<file path="src/logic/tmds_config.svh">
`ifndef TMDS_CONFIG_SVH
`define TMDS_CONFIG_SVH

// horizontal raster in pixels, 24 per line
`define TMDS_H_ACTIVE 16
`define TMDS_H_FRONT 2
`define TMDS_H_SYNC 3
`define TMDS_H_BACK 3

// vertical raster in lines, 8 per frame
`define TMDS_V_ACTIVE 4
`define TMDS_V_FRONT 1
`define TMDS_V_SYNC 1
`define TMDS_V_BACK 2

// serial word length, one bit per i_clk
`define TMDS_SYMBOL_BITS 10

`endif

</file>
<file path="src/logic/tmds_pkg.sv">
`include "tmds_config.svh"

package tmds_pkg;

    // one colour component
    typedef logic [7:0] t_pixel;

    // encoded word as it goes onto a lane
    typedef logic [`TMDS_SYMBOL_BITS-1:0] t_symbol;

    // bit 0 is hsync, bit 1 is vsync
    typedef logic [1:0] t_ctrl;

    // running balance in half units, bit 3 is the sign
    typedef logic [3:0] t_disparity;

    // raster phases, used for both the line and the frame
    typedef enum logic [1:0] {
        ACTIVE,
        FRONT,
        SYNC,
        BACK
    } t_phase;

endpackage

</file>
<file path="src/logic/video_timing.sv">
`timescale 1ns/1ps
`include "tmds_config.svh"

module video_timing (
    input  logic            i_clk,
    input  logic            i_rst,
    input  logic            i_pix_strobe,
    output logic            o_blanking,
    output tmds_pkg::t_ctrl o_ctrl
);
    import tmds_pkg::*;

    logic [4:0] h_count;
    logic [4:0] h_count_next;
    logic [4:0] v_count;
    logic [4:0] v_count_next;
    t_phase     h_phase;
    t_phase     h_phase_next;
    t_phase     v_phase;
    t_phase     v_phase_next;
    logic       h_wrap;
    logic       line_end;
    logic       blanking_next;
    t_ctrl      ctrl_next;

    // last count value of each phase
    function automatic logic [4:0] h_last(input t_phase phase);
        case (phase)
            ACTIVE:  h_last = 5'(`TMDS_H_ACTIVE - 1);
            FRONT:   h_last = 5'(`TMDS_H_FRONT - 1);
            SYNC:    h_last = 5'(`TMDS_H_SYNC - 1);
            default: h_last = 5'(`TMDS_H_BACK - 1);
        endcase
    endfunction

    function automatic logic [4:0] v_last(input t_phase phase);
        case (phase)
            ACTIVE:  v_last = 5'(`TMDS_V_ACTIVE - 1);
            FRONT:   v_last = 5'(`TMDS_V_FRONT - 1);
            SYNC:    v_last = 5'(`TMDS_V_SYNC - 1);
            default: v_last = 5'(`TMDS_V_BACK - 1);
        endcase
    endfunction

    function automatic t_phase phase_step(input t_phase phase);
        case (phase)
            ACTIVE:  phase_step = FRONT;
            FRONT:   phase_step = SYNC;
            SYNC:    phase_step = BACK;
            default: phase_step = ACTIVE;
        endcase
    endfunction

    always_comb begin
        h_wrap = (h_count == h_last(h_phase));
        // a line ends when the back porch runs out
        line_end = h_wrap && (h_phase == BACK);

        h_count_next = h_wrap ? 5'd0 : h_count + 5'd1;
        h_phase_next = h_wrap ? phase_step(h_phase) : h_phase;

        v_count_next = v_count;
        v_phase_next = v_phase;
        if (line_end) begin
            if (v_count == v_last(v_phase)) begin
                v_count_next = '0;
                v_phase_next = phase_step(v_phase);
            end else begin
                v_count_next = v_count + 5'd1;
            end
        end

        blanking_next = !((h_phase_next == ACTIVE) && (v_phase_next == ACTIVE));
        ctrl_next = {v_phase_next == SYNC, h_phase_next == SYNC};
    end

    always_ff @(posedge i_clk) begin
        if (i_rst) begin
            h_count <= '0;
            v_count <= '0;
            h_phase <= ACTIVE;
            v_phase <= ACTIVE;
            o_blanking <= 1'b0;
            o_ctrl <= '0;
        end else if (i_pix_strobe) begin
            h_count <= h_count_next;
            v_count <= v_count_next;
            h_phase <= h_phase_next;
            v_phase <= v_phase_next;
            // outputs follow the new state so they stay put for the word
            o_blanking <= blanking_next;
            o_ctrl <= ctrl_next;
        end
    end

endmodule

</file>
<file path="src/logic/tmds_gen.sv">
`timescale 1ns/1ps

// 8-bit pixel to 10-bit TMDS symbol
// q_m[8] marks xor (1) or xnor (0), bit 9 marks an inverted data byte
module tmds_gen (
    input  logic              i_clk,
    input  logic              i_rst,
    input  logic              i_pix_en,
    input  tmds_pkg::t_pixel  i_data,
    input  tmds_pkg::t_ctrl   i_control_data,
    input  logic              i_blanking,
    output tmds_pkg::t_symbol o_encoded
);
    import tmds_pkg::*;

    logic [3:0] ones_count;
    logic       use_xor;
    logic [8:0] q_m;
    t_disparity word_disp;
    t_disparity balance;
    t_disparity balance_next;
    t_symbol    symbol;
    t_symbol    symbol_next;

    function automatic logic [3:0] count_ones(input logic [7:0] value);
        logic [3:0] total;
        total = '0;
        for (int i = 0; i < 8; i++) begin
            total = total + 4'(value[i]);
        end
        return total;
    endfunction

    // chained xor or xnor to cut down the transitions
    function automatic logic [8:0] min_transitions(input t_pixel d, input logic xor_mode);
        logic [8:0] word;
        word[0] = d[0];
        for (int i = 1; i < 8; i++) begin
            word[i] = xor_mode ? (word[i-1] ^ d[i]) : ~(word[i-1] ^ d[i]);
        end
        word[8] = xor_mode;
        return word;
    endfunction

    always_comb begin
        ones_count = count_ones(i_data);
        // xor below four ones, or at four with bit 0 set
        use_xor = (ones_count < 4'd4) || ((ones_count == 4'd4) && i_data[0]);
        q_m = min_transitions(i_data, use_xor);
        // ones minus four, half of ones minus zeros
        word_disp = count_ones(q_m[7:0]) - 4'd4;

        if (i_blanking) begin
            case (i_control_data)
                2'b00:   symbol_next = 10'b1101010100;
                2'b01:   symbol_next = 10'b0010101011;
                2'b10:   symbol_next = 10'b0101010100;
                default: symbol_next = 10'b1010101011;
            endcase
            balance_next = '0;
        end else if ((balance == '0) || (word_disp == '0)) begin
            if (q_m[8]) begin
                symbol_next = {2'b01, q_m[7:0]};
                balance_next = balance + word_disp;
            end else begin
                symbol_next = {2'b10, ~q_m[7:0]};
                balance_next = balance - word_disp;
            end
        end else if (balance[3] == word_disp[3]) begin
            // same sign, invert to pull the balance back
            symbol_next = {1'b1, q_m[8], ~q_m[7:0]};
            balance_next = balance + t_disparity'(q_m[8]) - word_disp;
        end else begin
            symbol_next = {1'b0, q_m[8], q_m[7:0]};
            balance_next = balance - t_disparity'(!q_m[8]) + word_disp;
        end
    end

    always_ff @(posedge i_clk) begin
        if (i_rst) begin
            symbol <= '0;
            balance <= '0;
        end else if (i_pix_en) begin
            symbol <= symbol_next;
            balance <= balance_next;
        end
    end

    assign o_encoded = symbol;

endmodule

</file>
<file path="src/logic/tmds_serializer.sv">
`timescale 1ns/1ps
`include "tmds_config.svh"

module tmds_serializer (
    input  logic              i_clk,
    input  logic              i_rst,
    input  tmds_pkg::t_symbol i_sym_blue,
    input  tmds_pkg::t_symbol i_sym_green,
    input  tmds_pkg::t_symbol i_sym_red,
    output logic              o_pix_strobe,
    output logic              o_tmds_d0,
    output logic              o_tmds_d1,
    output logic              o_tmds_d2,
    output logic              o_tmds_clk
);
    import tmds_pkg::*;

    localparam int LANES = 4;
    localparam logic [3:0] LAST_BIT = 4'(`TMDS_SYMBOL_BITS - 1);
    // five high bits then five low, sent lsb first
    localparam t_symbol CLK_PATTERN = 10'b0000011111;

    logic [3:0] bit_count;
    t_symbol    load_word [LANES];
    t_symbol    shift_reg [LANES];

    assign o_pix_strobe = (bit_count == LAST_BIT);

    // lane order is blue, green, red, clock
    always_comb begin
        load_word[0] = i_sym_blue;
        load_word[1] = i_sym_green;
        load_word[2] = i_sym_red;
        load_word[3] = CLK_PATTERN;
    end

    always_ff @(posedge i_clk) begin
        if (i_rst) begin
            bit_count <= '0;
            for (int i = 0; i < LANES; i++) begin
                shift_reg[i] <= '0;
            end
        end else begin
            bit_count <= o_pix_strobe ? 4'd0 : bit_count + 4'd1;
            for (int i = 0; i < LANES; i++) begin
                if (o_pix_strobe) begin
                    shift_reg[i] <= load_word[i];
                end else begin
                    shift_reg[i] <= {1'b0, shift_reg[i][`TMDS_SYMBOL_BITS-1:1]};
                end
            end
        end
    end

    assign o_tmds_d0 = shift_reg[0][0];
    assign o_tmds_d1 = shift_reg[1][0];
    assign o_tmds_d2 = shift_reg[2][0];
    assign o_tmds_clk = shift_reg[3][0];

endmodule

</file>
<file path="src/logic/dvi_tx_top.sv">
`timescale 1ns/1ps

module dvi_tx_top (
    input  logic             i_clk,
    input  logic             i_rst,
    input  tmds_pkg::t_pixel i_red,
    input  tmds_pkg::t_pixel i_green,
    input  tmds_pkg::t_pixel i_blue,
    output logic             o_pix_strobe,
    output logic             o_tmds_d0,
    output logic             o_tmds_d1,
    output logic             o_tmds_d2,
    output logic             o_tmds_clk
);
    // green and red carry no sync
    localparam tmds_pkg::t_ctrl CTRL_IDLE = 2'b00;

    logic              pix_strobe;
    logic              blanking;
    tmds_pkg::t_ctrl   ctrl;
    tmds_pkg::t_symbol sym_blue;
    tmds_pkg::t_symbol sym_green;
    tmds_pkg::t_symbol sym_red;

    video_timing u_timing (
        .i_clk       (i_clk),
        .i_rst       (i_rst),
        .i_pix_strobe(pix_strobe),
        .o_blanking  (blanking),
        .o_ctrl      (ctrl)
    );

    tmds_gen enc_blue (
        .i_clk         (i_clk),
        .i_rst         (i_rst),
        .i_pix_en      (pix_strobe),
        .i_data        (i_blue),
        .i_control_data(ctrl),
        .i_blanking    (blanking),
        .o_encoded     (sym_blue)
    );

    tmds_gen enc_green (
        .i_clk         (i_clk),
        .i_rst         (i_rst),
        .i_pix_en      (pix_strobe),
        .i_data        (i_green),
        .i_control_data(CTRL_IDLE),
        .i_blanking    (blanking),
        .o_encoded     (sym_green)
    );

    tmds_gen enc_red (
        .i_clk         (i_clk),
        .i_rst         (i_rst),
        .i_pix_en      (pix_strobe),
        .i_data        (i_red),
        .i_control_data(CTRL_IDLE),
        .i_blanking    (blanking),
        .o_encoded     (sym_red)
    );

    tmds_serializer u_serializer (
        .i_clk       (i_clk),
        .i_rst       (i_rst),
        .i_sym_blue  (sym_blue),
        .i_sym_green (sym_green),
        .i_sym_red   (sym_red),
        .o_pix_strobe(pix_strobe),
        .o_tmds_d0   (o_tmds_d0),
        .o_tmds_d1   (o_tmds_d1),
        .o_tmds_d2   (o_tmds_d2),
        .o_tmds_clk  (o_tmds_clk)
    );

    assign o_pix_strobe = pix_strobe;

endmodule

</file>
<file path="config.mk">
export PLATFORM = sky130hd
export DESIGN_NAME = dvi_tx_top
export DESIGN_NICKNAME = d
export VERILOG_FILES = /design/src/logic/tmds_pkg.sv /design/src/logic/video_timing.sv /design/src/logic/tmds_gen.sv /design/src/logic/tmds_serializer.sv /design/src/logic/dvi_tx_top.sv
export VERILOG_INCLUDE_DIRS = /design/src /design/src/logic
export SDC_FILE = /design/constraint.sdc
export NUM_CORES = 1
export LEC_CHECK = 0
export BUFFER_PORTS_ARGS = -buffer_cell sky130_fd_sc_hd__buf_4
export CELL_PAD_IN_SITES_DETAIL_PLACEMENT = 0
export CELL_PAD_IN_SITES_GLOBAL_PLACEMENT = 1
export CORE_MARGIN = 5
export CORE_UTILIZATION = 53
export DETAILED_ROUTE_END_ITERATION = 16
export PLACE_DENSITY_LB_ADDON = 0.1
export SLEW_MARGIN = 5
export SYNTH_ARGS = -nofsm -noshare
export SYNTH_HDL_FRONTEND = slang
export SYNTH_SLANG_ARGS = --single-unit
</file>
<file path="constraint.sdc">
create_clock -name i_clk -period 20.2 [get_ports i_clk]
set_input_delay 3.03 -clock i_clk [delete_from_list [all_inputs] [get_ports i_clk]]
set_output_delay 3.03 -clock i_clk [all_outputs]
set_load 0.01 [all_outputs]
</file>
Word level (Yosys, flattened, before mapping):

Memories as Yosys holds them, arrays and structs flattened.
Cells that the tools add are included.

* RAM bits: 40
* memories: 1
* output and inout bits: 5
* flip-flop bits (word level): 63
* logic and storage cells: 255
* bits of input ports: 26

Memory list
* u_serializer.shift_reg: words 4, bits a word 10, read ports 4, clocked after memory_dff 0, wr ports 4, line tmds_serializer.sv:25 `t_symbol shift_reg [LANES];`

* equal/unequal tests: 18
* reductions and logical operators: 29
* mux-type cells: 72
* bitwise operators: 53
* $lt $le $gt $ge: 3
* $add $sub $neg: 66

Operators with widths (number)
* 10-bit two-way mux: 20
* 4-bit by 1-bit adder with 4-bit output: 39
* 4-bit two-way mux: 12
* 10-bit one-hot mux with 3 select lines: 1
* 1-bit two-way mux: 29
* 4-bit adder: 6
* 4-bit logical NOT: 6
* 8-bit inverter: 3
* 4-bit subtractor: 6
* 1-bit inverter: 21
* 1-bit bitwise XOR: 21
* 5-bit two-way mux: 3
* 1-bit by 1-bit adder with 2-bit output: 6
* 2-bit equality test, second input constant: 6
* 4-bit by 3-bit equality test with 1-bit output, second input constant: 3
* 4-bit by 3-bit < comparator with 1-bit output, second input constant: 3
* 2-bit one-hot mux with 3 select lines: 2
* 4-bit by 1-bit subtractor with 4-bit output: 3
* 4-bit by 3-bit subtractor with 4-bit output, second input constant: 3
* 5-bit by 1-bit adder with 5-bit output, second input constant: 2
* 2-bit logical NOT: 5
* 1-bit OR: 8
* 4-bit one-hot mux with 2 select lines: 1
* 2-bit by 1-bit equality test with 1-bit output, second input constant: 3
* other kinds (12): 29

Depth between registers and ports, before layout:

* depth after elaboration: 35
* depth in mapped cells: 28
* gate-level depth less buffers: 28

Cells and area by module:

From an unflattened synthesis, not the netlist that was laid out.

* cell total of the unflattened synthesis: 883
* area total of the unflattened synthesis: 8195.4 um2

Modules (own cells, without submodules)
* tmds_gen at enc_red: sequential area each 280.3 um2, area an instance 1901.8 um2, cells an instance 211, times used 1
* tmds_gen at enc_green: sequential area each 280.3 um2, area an instance 1836.8 um2, cells an instance 210, times used 1
* tmds_gen at enc_blue: sequential area each 280.3 um2, area an instance 1770.4 um2, cells an instance 198, times used 1
* tmds_serializer: sequential area each 1131.1 um2, area an instance 1709.1 um2, cells an instance 158, times used 1
* video_timing: sequential area each 340.3 um2, area an instance 973.4 um2, cells an instance 105, times used 1
* dvi_tx_top: sequential area each 0.0 um2, area an instance 3.8 um2, cells an instance 1, times used 1

Worst setup path after synthesis:

No wires, ideal clock.

* path type: input to register
* start point: input port i_red[0]
* end point: register enc_red.balance[3]
* arrival time: 10097 ps
* setup slack: 9981 ps
* library setup time: 122 ps
* data required time: 20078 ps
* path buffers: 0
* cell stages on the path: 28
* cells stage by stage: ha_1 -> inv_1 -> fa_1 -> fa_1 -> inv_1 -> fa_1 -> fa_1 -> nor3b_1 -> o211ai_1 -> nand2_1 -> xnor2_1 -> ha_1 -> inv_1 -> fa_1 -> inv_1 -> fa_1 -> fa_1 -> fa_1 -> inv_1 -> ha_1 -> inv_1 -> ha_1 -> a21o_1 -> a21oi_1 -> mux2_2 -> o211ai_1 -> nor3b_1 -> a221o_1

* word-level cells in the longest chain between the ends: 35
* elaborated cells on any way between the ends: 54
* classes of those cells: 21 x add/sub; 1 x order compare; 2 x eq/ne; 11 x mux; 14 x bitwise; 5 x reduce/logical

RTL lines
* start: declaration: line dvi_tx_top.sv:6 `input tmds_pkg::t_pixel i_red,`
* parallel branches: the longest is 33 deep, another holds 4-bit by 1-bit adder with 4-bit output
* 4-bit two-way mux (*): line tmds_gen.sv:61 `end else if ((balance == '0) || (word_disp == '0)) begin`
* 4-bit two-way mux (*): line tmds_gen.sv:53 `if (i_blanking) begin`
* end signal: assignment: line tmds_gen.sv:85 `balance <= balance_next;`
* end: declaration: line tmds_gen.sv:20 `t_disparity balance;`

Mark *: on every way between the ends.
A chain may end at the register's enable or synchronous reset.

Worst setup path in the final report:

Same ends and word-level chain as after synthesis.

==> results.sh <==
export IMPL_clock_skew_ns=0.00779
export IMPL_cts_inserted_buffers=9
export IMPL_slowest_delay_ns=0.50
export IMPL_drt_pass1_iter_count=5
export IMPL_setup_tns_ns=0
export IMPL_seq_area_um2=2310
export IMPL_post_cts_setup_buffer_count=0
export IMPL_slew_limit_headroom_pct=39.3
export IMPL_drt_iter0_markers=263
export IMPL_critical_path_class="in2reg"
export IMPL_fin_crit_sh_pct=52.2
export IMPL_port_buffers=30
export IMPL_clkTransAtPathRegs_ns=0.07
export IMPL_synth_distinct_cells=63
export IMPL_synthCells=812
export IMPL_route_vias_total=5526
export IMPL_cap_violations=0
export IMPL_die_w_um=129
export IMPL_crit_top_cell="fa_1"
export IMPL_drv_slew=0
export IMPL_post_route_drc_count=0
export IMPL_via_per_inst=5.27
export IMPL_ys_dominant_reg_cell="dfxtp_1"
export IMPL_grt_ovfl_total=0
export IMPL_syn_area_um2=7540
export IMPL_largest_reg_flops=35
export IMPL_multi_input_area_um2=4920
export IMPL_ys_ff_latch=98
export IMPL_arrival_ns=10.77
export IMPL_core_rowCount=43
export IMPL_rsz0062_at_grt="no"
export IMPL_antenna_found_initial=0
export IMPL_worst_pin_slew_ns=0.909
export IMPL_rr_worst_depth=10
export IMPL_initial_core_util_pct=54.1
export IMPL_worst_setup_path_end_kind="register"
export IMPL_ios=31
export IMPL_fillCellCount=1265
export IMPL_die_h_um=129
export IMPL_cp_data_required_time_ns=20.43
export IMPL_die_area_um2=16700
export IMPL_setup_viol=0
export IMPL_core_area_um2=13900
export IMPL_cp_max_fo=9
export IMPL_clk_latency_ns=0.34
export IMPL_cp_slowest_cell="fa_1"
export IMPL_postRouteAntennaNets=0
export IMPL_min_path_cells=2
export IMPL_clockBufferDepth=2
export IMPL_synth_edf_count=35
export IMPL_hpwl_mm=10.9
export IMPL_tritoncts="done"
export IMPL_grt_pass1_vias=5501
export IMPL_yosysSeqAreaShare_pct=30.7
export IMPL_async_flop_share_pct=0
export IMPL_syn2layout_area_growth_pct=10.4
export IMPL_wl_per_cell_um=13.6
export IMPL_wl_mm=14.3
export IMPL_ctsHoldBuffers=0
export IMPL_cts_max_level=3
export IMPL_cts_resized=0
export IMPL_fmax_mhz=94.9
export IMPL_gp_congestion=0.859
export IMPL_yosysWarnings=0
export IMPL_avgSynthCellArea_um2=9.28
export IMPL_critPathLaunchType="input port"
export IMPL_grt_total_usage_pct=18.2
export IMPL_clock_root_buffer="clkbuf_16"
export IMPL_num_antenna_cells=0
export IMPL_min_path_type="reg2reg"
export IMPL_cts_sinks=98
export IMPL_fin_crit_ns=10.54
export IMPL_hold_violations=0
export IMPL_grt_max_degree=61
export IMPL_nets=1000
export IMPL_status="completed"
export IMPL_drive_above_1_share_pct=8.53
export IMPL_grt_pass1_wl_mm=25.0
-- cell usage in the layout, fill, tap and decap left out, types with 16 or more instances in the layout --
cell type   n
buf_4      35
nor3_1     16
edfxtp_1   35
o21ai_0    24
xor2_1     34
a21oi_1    61
xnor2_1    52
nor2_1     56
fa_1       36
nand2_1    82
ha_1       75
inv_1      85
dfxtp_1    63
conb_1     35
-- area by class of cell --
cell class | count | share of cell area (%)
repair buffers | 35 | 3.16
clock buffers | 9 | 2.71
clock inverters | 7 | 0.617
flip-flops and latches | 98 | 27.8
well taps | 180 | 2.71
inverters | 86 | 3.88
multi-input cells | 633 | 59.1
-- cell families after synthesis --
logic type | synth area share (%)
adder cells (fa/ha/maj) | 22.0
flip-flops | 30.7
XOR/XNOR | 11.0
multiplexers | 3.55
AO/OA/AOI/OAI | 13.2
other | 0.0498
buffers and inverters | 5.79
AND/OR/NAND/NOR | 13.6
-- cells in the mapped netlist, types with 4 or more instances --
cell	instances	share of area, %
nand4_1	6	0.50
ha_1	75	12
nand3b_1	7	0.70
o21ai_1	8	0.53
nand2_1	82	4.1
nand3_1	8	0.53
xor2_1	34	4.0
nor2_1	57	2.8
nor4_1	4	0.33
a21o_1	15	1.5
nor3b_1	9	0.90
nor3_1	16	1.1
a22o_1	7	0.81
a21oi_1	61	4.1
fa_1	36	9.6
clkbuf_1	23	1.1
o22ai_1	5	0.42
mux2i_1	14	1.9
nand2b_1	7	0.58
inv_1	85	4.2
or3_1	4	0.33
xnor2_1	52	6.0
edfxtp_1	35	14
dfxtp_1	63	17
mux2_2	5	0.75
o21ai_0	24	1.6
a211oi_1	9	0.90
buf_2	4	0.27
-- stage by stage --
stage                     cell area (µm²)  setup slack, ns  instances  utilization, %  hold slack, ns
final                                8320             9.66       1048            59.7           0.451
after global routing                 8320             9.23       1048            59.7           0.467
after CTS                            8320             9.70       1048            59.7           0.453
after detailed placement             8040             9.33       1032            57.7           0.442
after global placement               8040             9.59       1032            57.7           0.439
after floorplan                      7660             9.98        846               -           0.425
-- worst max-delay path, delay by kind of cell --
kind	cells	cell delay (ns)
adders and majority gates	12	4.86
buffers and inverters	7	0.65
xor gates and xnor gates	1	0.12
AOI/OAI and AO/OA	5	0.96
and+or+nand+nor	3	0.78
muxes	1	0.37
-- routing by layer --
layer | share of wire, % | up-vias | global-route usage, %
met4 | 0.84 | 0 | 4.63
met3 | 2.8 | 9 | 3.26
met1 | 49 | 2631 | 24.9
met5 | 0 | - | 0
met2 | 48 | 69 | 29.9
li1 | - | 2817 | -
-- worst paths after layout --
| path | start | to | slack (ns) |
|---|---|---|---|
| setup reg to reg | u_serializer.bit_count[1] | enc_blue.balance[3] | 17.25 |
| hold reg to reg | enc_green.o_encoded[5] | enc_green.o_encoded[5] | 0.45 |
| hold / removal | enc_green.o_encoded[5] | enc_green.o_encoded[5] | 0.45 |
| setup / recovery | i_red[0] | enc_red.balance[3] | 9.66 |
Power is left out: the tool's default activity adds up to more than one toggle a clock period on the data nets, which glitch-free logic cannot reach.
